===== src/hw/fighterPkg.sv =====
package fighterPkg;

    // Screen coordinates in pixels
    localparam int CoordWidth = 10;

    typedef logic [CoordWidth-1:0] coord_t;

    // One player's decoded intent for the current frame
    typedef struct packed {
        logic walkLeft;
        logic walkRight;
        logic crouch;
        logic jump;
        logic punch;
    } fighterAction_t;

    // What a fighter shows to the rest of the game, 25 bits
    typedef struct packed {
        coord_t xPos;          // Left edge of the fighter box
        coord_t yPos;          // Top edge, GroundY when standing
        logic   airborne;
        logic   crouching;
        logic   facingLeft;
        logic   movingLeft;
        logic   movingRight;
    } fighterState_t;

    // One player's key binding as USB HID keycodes
    typedef struct packed {
        logic [7:0] left;
        logic [7:0] right;
        logic [7:0] down;
        logic [7:0] up;
        logic [7:0] punch;
    } keyMap_t;

    // A D S W F
    localparam keyMap_t P1Keys = '{
        left:  8'h04,
        right: 8'h07,
        down:  8'h16,
        up:    8'h1A,
        punch: 8'h09
    };

    // Arrow keys and M
    localparam keyMap_t P2Keys = '{
        left:  8'h50,
        right: 8'h4F,
        down:  8'h51,
        up:    8'h52,
        punch: 8'h10
    };

    localparam coord_t GroundY = coord_t'(215); // Standing Y for both fighters

endpackage

===== src/hw/arenaTop.sv =====
`timescale 1ns/1ps

module arenaTop #(
    parameter int P1StartX    = 40,
    parameter int P2StartX    = 400,
    parameter int BoundMin    = 10,
    parameter int BoundMax    = 600,
    parameter int MinGap      = 105,
    parameter int HitReach    = 130,
    parameter int KnockStep   = 3,
    parameter int JumpSpeed   = 12,
    parameter bit P1FacesLeft = 1'b0,
    parameter bit P2FacesLeft = 1'b1
) (
    input  logic                      Reset,
    input  logic                      frame_clk,
    input  logic                      playing,
    input  logic [7:0]                keys [4],
    output fighterPkg::fighterState_t p1State,
    output fighterPkg::fighterState_t p2State
);
    import fighterPkg::*;

    fighterAction_t     p1Action;
    fighterAction_t     p2Action;
    logic signed [10:0] gap;
    coord_t             p1Knockback;
    coord_t             p2Knockback;

    // Both players read the same keyboard report
    keyDecoder #(
        .keyMap (P1Keys)
    ) u_p1Decoder (
        .keys   (keys),
        .action (p1Action)
    );

    keyDecoder #(
        .keyMap (P2Keys)
    ) u_p2Decoder (
        .keys   (keys),
        .action (p2Action)
    );

    combatSpacing #(
        .HitReach  (HitReach),
        .KnockStep (KnockStep)
    ) u_spacing (
        .p1State     (p1State),
        .p2State     (p2State),
        .p1Action    (p1Action),
        .p2Action    (p2Action),
        .gap         (gap),
        .p1Knockback (p1Knockback),
        .p2Knockback (p2Knockback)
    );

    fighterMotion #(
        .StartX    (P1StartX),
        .BoundMin  (BoundMin),
        .BoundMax  (BoundMax),
        .MinGap    (MinGap),
        .JumpSpeed (JumpSpeed),
        .FacesLeft (P1FacesLeft)
    ) u_p1Motion (
        .Reset     (Reset),
        .frame_clk (frame_clk),
        .playing   (playing),
        .action    (p1Action),
        .gap       (gap),
        .knockback (p1Knockback),
        .state     (p1State)
    );

    fighterMotion #(
        .StartX    (P2StartX),
        .BoundMin  (BoundMin),
        .BoundMax  (BoundMax),
        .MinGap    (MinGap),
        .JumpSpeed (JumpSpeed),
        .FacesLeft (P2FacesLeft)
    ) u_p2Motion (
        .Reset     (Reset),
        .frame_clk (frame_clk),
        .playing   (playing),
        .action    (p2Action),
        .gap       (gap),
        .knockback (p2Knockback),
        .state     (p2State)
    );

endmodule


===== src/hw/combatSpacing.sv =====
`timescale 1ns/1ps

module combatSpacing #(
    parameter int HitReach  = 130,
    parameter int KnockStep = 3
) (
    input  fighterPkg::fighterState_t  p1State,
    input  fighterPkg::fighterState_t  p2State,
    input  fighterPkg::fighterAction_t p1Action,
    input  fighterPkg::fighterAction_t p2Action,
    output logic signed [10:0]         gap,
    output fighterPkg::coord_t         p1Knockback,
    output fighterPkg::coord_t         p2Knockback
);
    import fighterPkg::*;

    localparam coord_t Push = coord_t'(KnockStep);

    logic signed [10:0] p1Wide;
    logic signed [10:0] p2Wide;
    logic               inReach;
    logic               p1Hit;     // Player 1 is struck this frame
    logic               p2Hit;

    // Player 2 stands to the right, so the gap is normally positive
    assign p1Wide = $signed({1'b0, p1State.xPos});
    assign p2Wide = $signed({1'b0, p2State.xPos});
    assign gap    = p2Wide - p1Wide;

    assign inReach = gap <= HitReach;

    // Crouching gives no cover
    assign p1Hit = p2Action.punch && inReach;
    assign p2Hit = p1Action.punch && inReach;

    assign p1Knockback = p1Hit ? Push : '0;
    assign p2Knockback = p2Hit ? Push : '0;

endmodule


===== src/hw/fighterMotion.sv =====
`timescale 1ns/1ps

module fighterMotion #(
    parameter int StartX    = 40,
    parameter int BoundMin  = 10,
    parameter int BoundMax  = 600,
    parameter int MinGap    = 105,
    parameter int JumpSpeed = 12,
    parameter bit FacesLeft = 1'b0
) (
    input  logic                       Reset,
    input  logic                       frame_clk,
    input  logic                       playing,
    input  fighterPkg::fighterAction_t action,
    input  logic signed [10:0]         gap,
    input  fighterPkg::coord_t         knockback,
    output fighterPkg::fighterState_t  state
);
    import fighterPkg::*;

    localparam logic signed [11:0] WalkStep = 12'sd2;
    localparam logic signed [11:0] LowEdge  = 12'(BoundMin);
    localparam logic signed [11:0] HighEdge = 12'(BoundMax);
    localparam coord_t             MinX     = coord_t'(BoundMin);
    localparam coord_t             MaxX     = coord_t'(BoundMax);

    coord_t            xPos;
    coord_t            yPos;
    logic              crouching;
    logic              facingLeft;
    logic              movingLeft;
    logic              movingRight;
    logic              airborne;
    logic signed [7:0] yMotion;

    logic signed [11:0] xWide;
    logic signed [11:0] push;
    logic signed [11:0] walkMove;
    logic signed [11:0] xTarget;
    logic signed [11:0] yTarget;
    logic               leftOk;
    logic               rightOk;
    coord_t             xNext;

    assign xWide = {2'b00, xPos};
    assign push  = {2'b00, knockback};

    // Stage edge behind the fighter, opponent in front
    always_comb
    begin
        if (FacesLeft)
        begin
            leftOk  = gap > MinGap;
            rightOk = (xWide + WalkStep) <= HighEdge;
        end
        else
        begin
            leftOk  = (xWide - WalkStep) >= LowEdge;
            rightOk = gap > MinGap;
        end
    end

    always_comb
    begin
        walkMove = '0;
        if (!action.crouch && !(action.walkLeft && action.walkRight)) // Crouch or both keys stall
        begin
            if (action.walkLeft && leftOk)
                walkMove = -WalkStep;
            else if (action.walkRight && rightOk)
                walkMove = WalkStep;
        end
    end

    // Knockback always points away from the opponent
    assign xTarget = FacesLeft ? (xWide + walkMove + push) : (xWide + walkMove - push);

    always_comb
    begin
        if (xTarget < LowEdge)
            xNext = MinX;
        else if (xTarget > HighEdge)
            xNext = MaxX;
        else
            xNext = coord_t'(xTarget);
    end

    assign yTarget = $signed({2'b00, yPos}) + yMotion;

    jumpControl #(
        .JumpSpeed (JumpSpeed)
    ) u_jump (
        .Reset     (Reset),
        .frame_clk (frame_clk),
        .playing   (playing),
        .jump      (action.jump),
        .yPos      (yPos),
        .yMotion   (yMotion),
        .airborne  (airborne)
    );

    always_ff @(posedge Reset or posedge frame_clk)
    begin
        if (frame_clk)
        begin
            xPos        <= coord_t'(StartX);
            yPos        <= GroundY;
            crouching   <= 1'b0;
            facingLeft  <= 1'b0;
            movingLeft  <= 1'b0;
            movingRight <= 1'b0;
        end
        else if (playing)
        begin
            xPos        <= xNext;
            yPos        <= coord_t'(yTarget);
            crouching   <= action.crouch;   // Also while in the air
            facingLeft  <= FacesLeft;
            movingLeft  <= walkMove < 0;
            movingRight <= walkMove > 0;
        end
    end

    assign state = '{
        xPos:        xPos,
        yPos:        yPos,
        airborne:    airborne,
        crouching:   crouching,
        facingLeft:  facingLeft,
        movingLeft:  movingLeft,
        movingRight: movingRight
    };

endmodule


===== src/hw/jumpControl.sv =====
`timescale 1ns/1ps

module jumpControl #(
    parameter int JumpSpeed = 12
) (
    input  logic               Reset,
    input  logic               frame_clk,
    input  logic               playing,
    input  logic               jump,
    input  fighterPkg::coord_t yPos,
    output logic signed [7:0]  yMotion,
    output logic               airborne
);
    import fighterPkg::*;

    localparam logic signed [7:0] LaunchVel = 8'(-JumpSpeed); // Upward is negative Y

    logic signed [7:0]  velocity;
    logic signed [11:0] yProbe;    // Where yPos would end up this frame
    coord_t             toGround;
    logic               landing;

    assign yProbe   = $signed({2'b00, yPos}) + velocity;
    assign toGround = GroundY - yPos;
    assign landing  = airborne && (yProbe >= $signed({2'b00, GroundY}));

    // Step handed to the position register
    always_comb
    begin
        if (!airborne)
            yMotion = '0;
        else if (landing)
            yMotion = 8'(toGround); // Snap onto the floor
        else
            yMotion = velocity;
    end

    always_ff @(posedge Reset or posedge frame_clk)
    begin
        if (frame_clk)
        begin
            velocity <= '0;
            airborne <= 1'b0;
        end
        else if (playing)
        begin
            if (!airborne)
            begin
                if (jump)
                begin
                    velocity <= LaunchVel; // Takeoff
                    airborne <= 1'b1;
                end
            end
            else if (landing)
            begin
                velocity <= '0;
                airborne <= 1'b0;
            end
            else
            begin
                velocity <= velocity + 8'sd1; // Gravity
            end
        end
    end

endmodule


===== src/hw/keyDecoder.sv =====
`timescale 1ns/1ps

module keyDecoder #(
    parameter fighterPkg::keyMap_t keyMap = fighterPkg::P1Keys
) (
    input  logic [7:0]                 keys [4],
    output fighterPkg::fighterAction_t action
);

    // True when any of the report slots carries this code
    function automatic logic isHeld(
        input logic [7:0] slots [4],
        input logic [7:0] code
    );
        logic hit;
        hit = 1'b0;
        for (int slot = 0; slot < 4; slot++)
        begin
            if (slots[slot] == code)
                hit = 1'b1;
        end
        return hit;
    endfunction

    // Every binding is checked on its own so chords register together.
    // Left plus right is passed on as is and sorted out in the motion block.
    always_comb
    begin
        action           = '0;
        action.walkLeft  = isHeld(keys, keyMap.left);
        action.walkRight = isHeld(keys, keyMap.right);
        action.crouch    = isHeld(keys, keyMap.down);
        action.jump      = isHeld(keys, keyMap.up);
        action.punch     = isHeld(keys, keyMap.punch);
    end

endmodule


===== config.mk =====
export PLATFORM = sky130hd
export DESIGN_NAME = arenaTop
export DESIGN_NICKNAME = d
export VERILOG_FILES = /design/src/hw/fighterPkg.sv /design/src/hw/arenaTop.sv /design/src/hw/combatSpacing.sv /design/src/hw/fighterMotion.sv /design/src/hw/jumpControl.sv /design/src/hw/keyDecoder.sv
export SDC_FILE = /design/constraint.sdc
export NUM_CORES = 1
export LEC_CHECK = 0
export ABC_AREA = 1
export BUFFER_PORTS_ARGS = -buffer_cell sky130_fd_sc_hd__buf_2
export CAP_MARGIN = 30
export CORE_MARGIN = 3
export CORE_UTILIZATION = 45
export CTS_BUF_LIST = sky130_fd_sc_hd__clkbuf_4 sky130_fd_sc_hd__clkbuf_8
export CTS_CLUSTER_SIZE = 25
export DETAILED_ROUTE_END_ITERATION = 10
export PLACE_DENSITY_LB_ADDON = 0.05
export SLEW_MARGIN = 30
export SYNTH_ARGS = -nofsm -noshare
export SYNTH_HDL_FRONTEND = slang
export SYNTH_SLANG_ARGS = --single-unit

===== constraint.sdc =====
create_clock -name Reset -period 5.52 [get_ports Reset]
set_clock_uncertainty 0.1 [all_clocks]
set_input_delay 0.276 -clock Reset [delete_from_list [all_inputs] [get_ports Reset]]
set_output_delay 0.276 -clock Reset [all_outputs]
set_load 0.02 [all_outputs]

# == Word level (Yosys, flattened, before mapping) ==
# Cells that the tools add are included.
# Widths: inputs -> output; s select.
# totals
register_bits,65
inputBits,35
word_cells,172
# classes
n_addsub,15
order_cmp,14
eq_ne,40
n_mux,68
reduce_logical,20
# op_table
cell,count
$eq 8x7->1 const B,16
$eq 8x5->1 const B,12
$mux 8,10
$eq 8x3->1 const B,8
$mux 12,4
$mux 1,46
$mux 10,4
$eq 8x4->1 const B,4
$add 11x12->12,2
$add 11x8->12,2
$ge 12x9->1 const B,2
$gt 12x1->1 const B,2
$gt 12x11->1 const B,2
$lt 12x1->1 const B,2
$lt 12x5->1 const B,2
$add 10x8->10,2
$add 8x2->8 const B,2
$sub 8x8->8 const A,2
$add 12x3->12,1
$ge 12x5->1 const B,1
$le 12x11->1 const B,1
$logic_and 1x1->1,12
$sub 12x3->12,1
$add 10x2->11 const B,1
8 further kinds,16

# == Longest topological paths before layout ==
# logic_depth
ltp_word,14
ltp_mapped,34
ltp_nobuf,34

# == Modules after synthesis ==
# A second synthesis with hierarchy kept.
# hier_totals
cells_unflattened,1539
area_unflattened_um2,9425.3
# modules_own_cells
mod,instances,cells_per_inst,area_per_inst_um2,seq_area_each_um2
jumpControl,2,222,1378.8,225.2
fighterMotion (u_p1Motion),1,365,2488.6,585.6
fighterMotion (u_p2Motion),1,350,2431.1,611.8
combatSpacing,1,146,792.0,0.0
keyDecoder (u_p2Decoder),1,118,486.7,0.0
keyDecoder (u_p1Decoder),1,116,469.2,0.0

# == Least setup slack after synthesis ==
# Ideal clock, no wire load.
# synth_timing
kind,flip-flop to flip-flop
start,reg u_p2Motion.xPos[0]
end,reg u_p2Motion.xPos[3]
setup_time_ps,113
arrival_ps,4394
t_required_ps,5307
slack_ps,913
path_stages_with_launch,29
n_path_buf,0
synth_period_minus_slack_ps,4607
cell_sequence,dfrtp_1 inv_1 ha_1 inv_1 fa_1 xnor2_1 nand2_1 nor2_1 o21ai_0 nand2_1 nand3_2 nand3_2 nor2_4 nor2_1 fa_1 inv_1 ha_1 fa_1 or2_2 o21ai_0 o21ai_0 nand2_1 nand2_1 nand2_1 nand2_1 inv_1 nand4_1 nand2_1 inv_1
# synth_lines
element,line,text
"start, declared",fighterMotion.sv:27,coord_t xPos;
"start signal, assigned",fighterMotion.sv:106,xPos <= coord_t'(StartX);
"start signal, assigned",fighterMotion.sv:115,xPos <= xNext;
$sub 10x10->11 (*),combatSpacing.sv:28,assign gap = p2Wide - p1Wide;
$gt 11x8->1 (*),n/a,
$logic_and 1x1->1 (*),fighterMotion.sv:68,if (action.walkLeft && leftOk)
$mux 12 (*),fighterMotion.sv:68,
$mux 12 (*),fighterMotion.sv:66,if (!action.crouch && !(action.walkLeft && action.walkRight))
via u_p2Motion.walkMove[10],fighterMotion.sv:38,logic signed [11:0] walkMove;
$add 11x12->12 (*),fighterMotion.sv:76,assign xTarget = FacesLeft ? (xWide + walkMove + push) : (xWide + walkMove - push);
$add 12x3->12 (*),fighterMotion.sv:76,
$gt 12x11->1,fighterMotion.sv:82,else if (xTarget > HighEdge)
$mux 10,fighterMotion.sv:82,
$mux 10 (*),fighterMotion.sv:80,if (xTarget < LowEdge)
# Mark *: on every way through the listed nets, which the timed path passes. The rest lies on a longest branch.
# A chain may end at the register's enable or synchronous reset.

# == Worst setup path after layout ==
# layout_timing
start,reg u_p1Motion.xPos[5]
end,reg u_p2Motion.xPos[0]
# layout_between
elab_chain_len,10
# layout_rtl
element,line
"start, declared",fighterMotion.sv:27
"start signal, assigned",fighterMotion.sv:106
"start signal, assigned",fighterMotion.sv:115
$sub 10x10->11 (*),combatSpacing.sv:28
$gt 11x8->1 (*),n/a
$logic_and 1x1->1 (*),fighterMotion.sv:68
$mux 12 (*),fighterMotion.sv:68
$mux 12 (*),fighterMotion.sv:66
via u_p2Motion.walkMove[10],fighterMotion.sv:38
$add 11x12->12 (*),fighterMotion.sv:76
$add 12x3->12 (*),fighterMotion.sv:76
$gt 12x11->1,fighterMotion.sv:82
$mux 10,fighterMotion.sv:82
$mux 10 (*),fighterMotion.sv:80
# Marked as above.

==> flow_summary.toml <==
[placement]
placedCellCount = 1597
portBuffers = 83
routabilityCongestion = 0.925
place_ws_ns = 0.432
post-dp-hpwl_um = 18100
post_dp_cell_area_um2 = 8920

[synthesis]
yosysWarnings = 0
syn_nets = 1439
ys_ff_latch = 65
synthArstFlopShare_pct = 100
synthesis.area_um2 = 8300
syn-instance-count = 1301
synthFlopType = "dfrtp_1"
yosysSeqAreaShare_pct = 19.9
syn_area_per_cell_um2 = 6.38
synth_edf_count = 0
ys_types = 51

[global_routing]
antenna_found_initial = 0
grt_max_degree = 66
grt_overflow_total = 0
grt_first_pass_wirelength_um = 37400
grt_usage_pct = 22.3
grt_pass1_vias = 7824

[hold_path]
min_path_type = "input port to asynchronous set/reset pin"

[sta]
finalSetupViolCount = 0
rsz0062_at_grt = "false"
period_minus_slack_ns = 5.07
fmax_mhz = 197
setup_ws_ns = 0.453
worst_pin_slew_ns = 0.856
timing.final.crit_share_pct = 91.8
tns_ns = 0
hold_slack_ns = 0.0792
max_slew_margin_pct = 42.9
finalHoldViolCount = 0
report.final.slew_viol_count = 0

[die]
start_util_pct = 46.0
io_pins = 85
rows = 49
die-width_um = 142
core-area_um2 = 18000
chipHeight_um = 142
die_area_um2 = 20100

[power_and_ir_drop]
power_switching_mw = 3.14
p_comb_share_pct = 74.2
ir_worst_vdd_mv = 0.373
seq_power_share_pct = 17.5
powerDensity_nw_per_um2 = 610
clkPwrFrac_pct = 8.2
finalPower_mw = 5.58
swShare_pct = 56.3
cellInternalPower_mw = 2.44
p_leak_nw = 5.14

[critical_path]
critical-path-top-delay-family = "simple AND/OR/NAND/NOR gates"
critPathMaxFanout = 11
slowest_stage = "dfstp_2"
critical_path_buf_inv_count = 4
max_stage_delay_ns = 0.55
required_ns = 5.69
crit_type = "register to register"
worst_ep_arrival_time_ns = 5.23
critPathLaunchType = "register"
crit_top_cell = "nand2_1"
end_kind = "register"

[layout]
layout-drive-gt1-share_pct = 12.4
utilization_pct = 50.8
final_area_um2 = 9150
final_cells = 1613
area_growth_pct = 10.3
nFillCells = 1925
nNetsFinal = 1517
num_antenna_cells = 0

[detailed_routing]
wl_met1_um = 10700
drc = 0
wl_met3_um = 645
dr.pass1.iters = 5
initialDrtViolationCount = 485
viasPerCell = 5.22
vias = 8422
drt_wl_total_um = 22400
wl_per_cell_um = 13.9
ant_nets = 0
wl_met2_um = 10800
dr.max_layer_used = "met4"

[clock_tree]
cts_tree = "yes"
cts_setup_buffers = 0
insertion_delay_ns = 0.35
clockBufferDepth = 2
clk_pin_slew_ns = 0.07
cts_made_buffers = 9
cts_root_buf = "clkbuf_8"
htree_levels = 3
cts_sinks = 65

[job]
drv_cap = 0

[run_status]
status = "finished, final reports clean"
==> routing by layer <==
layer	track usage (%)	up-vias
met5	0	-
met4	4.29	0
met3	2.93	21
met2	39.1	133
met1	29.6	3846
li1	-	4422
==> area by class of cell <==
type                            count  area [um^2]  area share (%)
Multi-Input combinational cell    979         5660            61.8
Sequential cell                    65         1650            18.0
Inverter                          236          886            9.68
Timing Repair Buffer               88          453            4.95
Clock buffer                        9          124            1.35
Tap cell                          229          287            3.13
Clock inverter                      7         95.1            1.04
==> logic make-up after synthesis <==
family,after synthesis,synth area share (%)
xor gates and xnor gates,36,3.80
adders and majority gates,103,16.4
muxes,1,0.121
other,1,0.0452
AOI/OAI and AO/OA,182,12.6
DFF,65,19.9
buffers and inverters,257,12.1
and+or+nand+nor,656,35.1
==> cell usage in the layout (no fill, tap or decap), types with 10 or more instances in the layout <==
master     n
nand2_1  345
inv_1    223
nor2_1   103
ha_1      93
nand3_1   90
buf_2     83
o21ai_0   60
a21oi_1   54
nand4_1   48
dfrtp_1   48
xor2_1    26
nor3_1    21
o22ai_1   17
dfstp_2   17
o21ai_1   14
inv_2     12
nand2_2   10
fa_1      10
==> final timing paths <==
path / from / to / slack [ns] / depth (start not counted)
max in group asynchronous: frame_clk / u_p1Motion.yPos[3] / 4.69 / 3
setup reg to reg: u_p1Motion.xPos[5] / u_p2Motion.xPos[0] / 0.45 / 28
hold reg to reg: u_p2Motion.facingLeft / u_p2Motion.facingLeft / 0.37 / 1
min in group Reset: keys[10] / u_p1Motion.crouching / 0.33 / 3
hold / removal: frame_clk / u_p1Motion.movingRight / 0.08 / 3
setup / recovery: u_p1Motion.xPos[5] / u_p2Motion.xPos[0] / 0.45 / 28
==> power groups by stage <==
stage / clock network (mW) / registers, mW / logic (mW)
3_3_place_gp: 0 / 0.994 / 4.08
5_1_grt: 0.491 / 1.02 / 4.74
2_1_floorplan: 0 / 1.04 / 3.11
4_1_cts: 0.471 / 0.989 / 4.13
6_report: 0.460 / 0.979 / 4.14
3_5_place_dp: 0 / 0.997 / 4.10
==> repair_timing <==
item / CTS / global route
hold buffers: 0 / 0
endpoints found under the hold margin: 0 / 0
gates resized for setup: 0 / 2
endpoints found under the setup margin: 0 / 2
==> worst register-to-register path: cells and delay by family, from the launching register on <==
kind | cells | cell delay [ns]
adders and majority gates | 4 | 1.65
AOI/OAI and AO/OA | 3 | 0.35
DFF | 1 | 0.55
and+or+nand+nor | 17 | 1.97
buffers and inverters | 4 | 0.40
==> state kept, by name, summed over array words and instances, names as in the netlist <==
register	count
u_p1Motion.u_jump.velocity	8
u_p2Motion.u_jump.airborne	1
u_p2Motion.movingRight	1
u_p1Motion.yPos	10
u_p2Motion.crouching	1
u_p2Motion.xPos	10
u_p1Motion.u_jump.airborne	1
u_p2Motion.facingLeft	1
u_p2Motion.movingLeft	1
u_p1Motion.movingLeft	1
u_p1Motion.movingRight	1
u_p1Motion.crouching	1
u_p1Motion.xPos	10
u_p2Motion.u_jump.velocity	8
u_p2Motion.yPos	10
==> synth_stat cells (all sizes together) (13+ instances only) <==
cell type  number  area, um^2
nand4          49         313
nand2         357        1380
buf            13        87.6
ha             93        1160
nor3           24         135
a21oi          55         279
nand3          96         510
inv           235         882
o22ai          18         119
nor2          110         435
dfstp          17         447
o21ai          74         370
xor2           26         228
dfrtp          48        1200
Power figures use the tool's default switching activity.
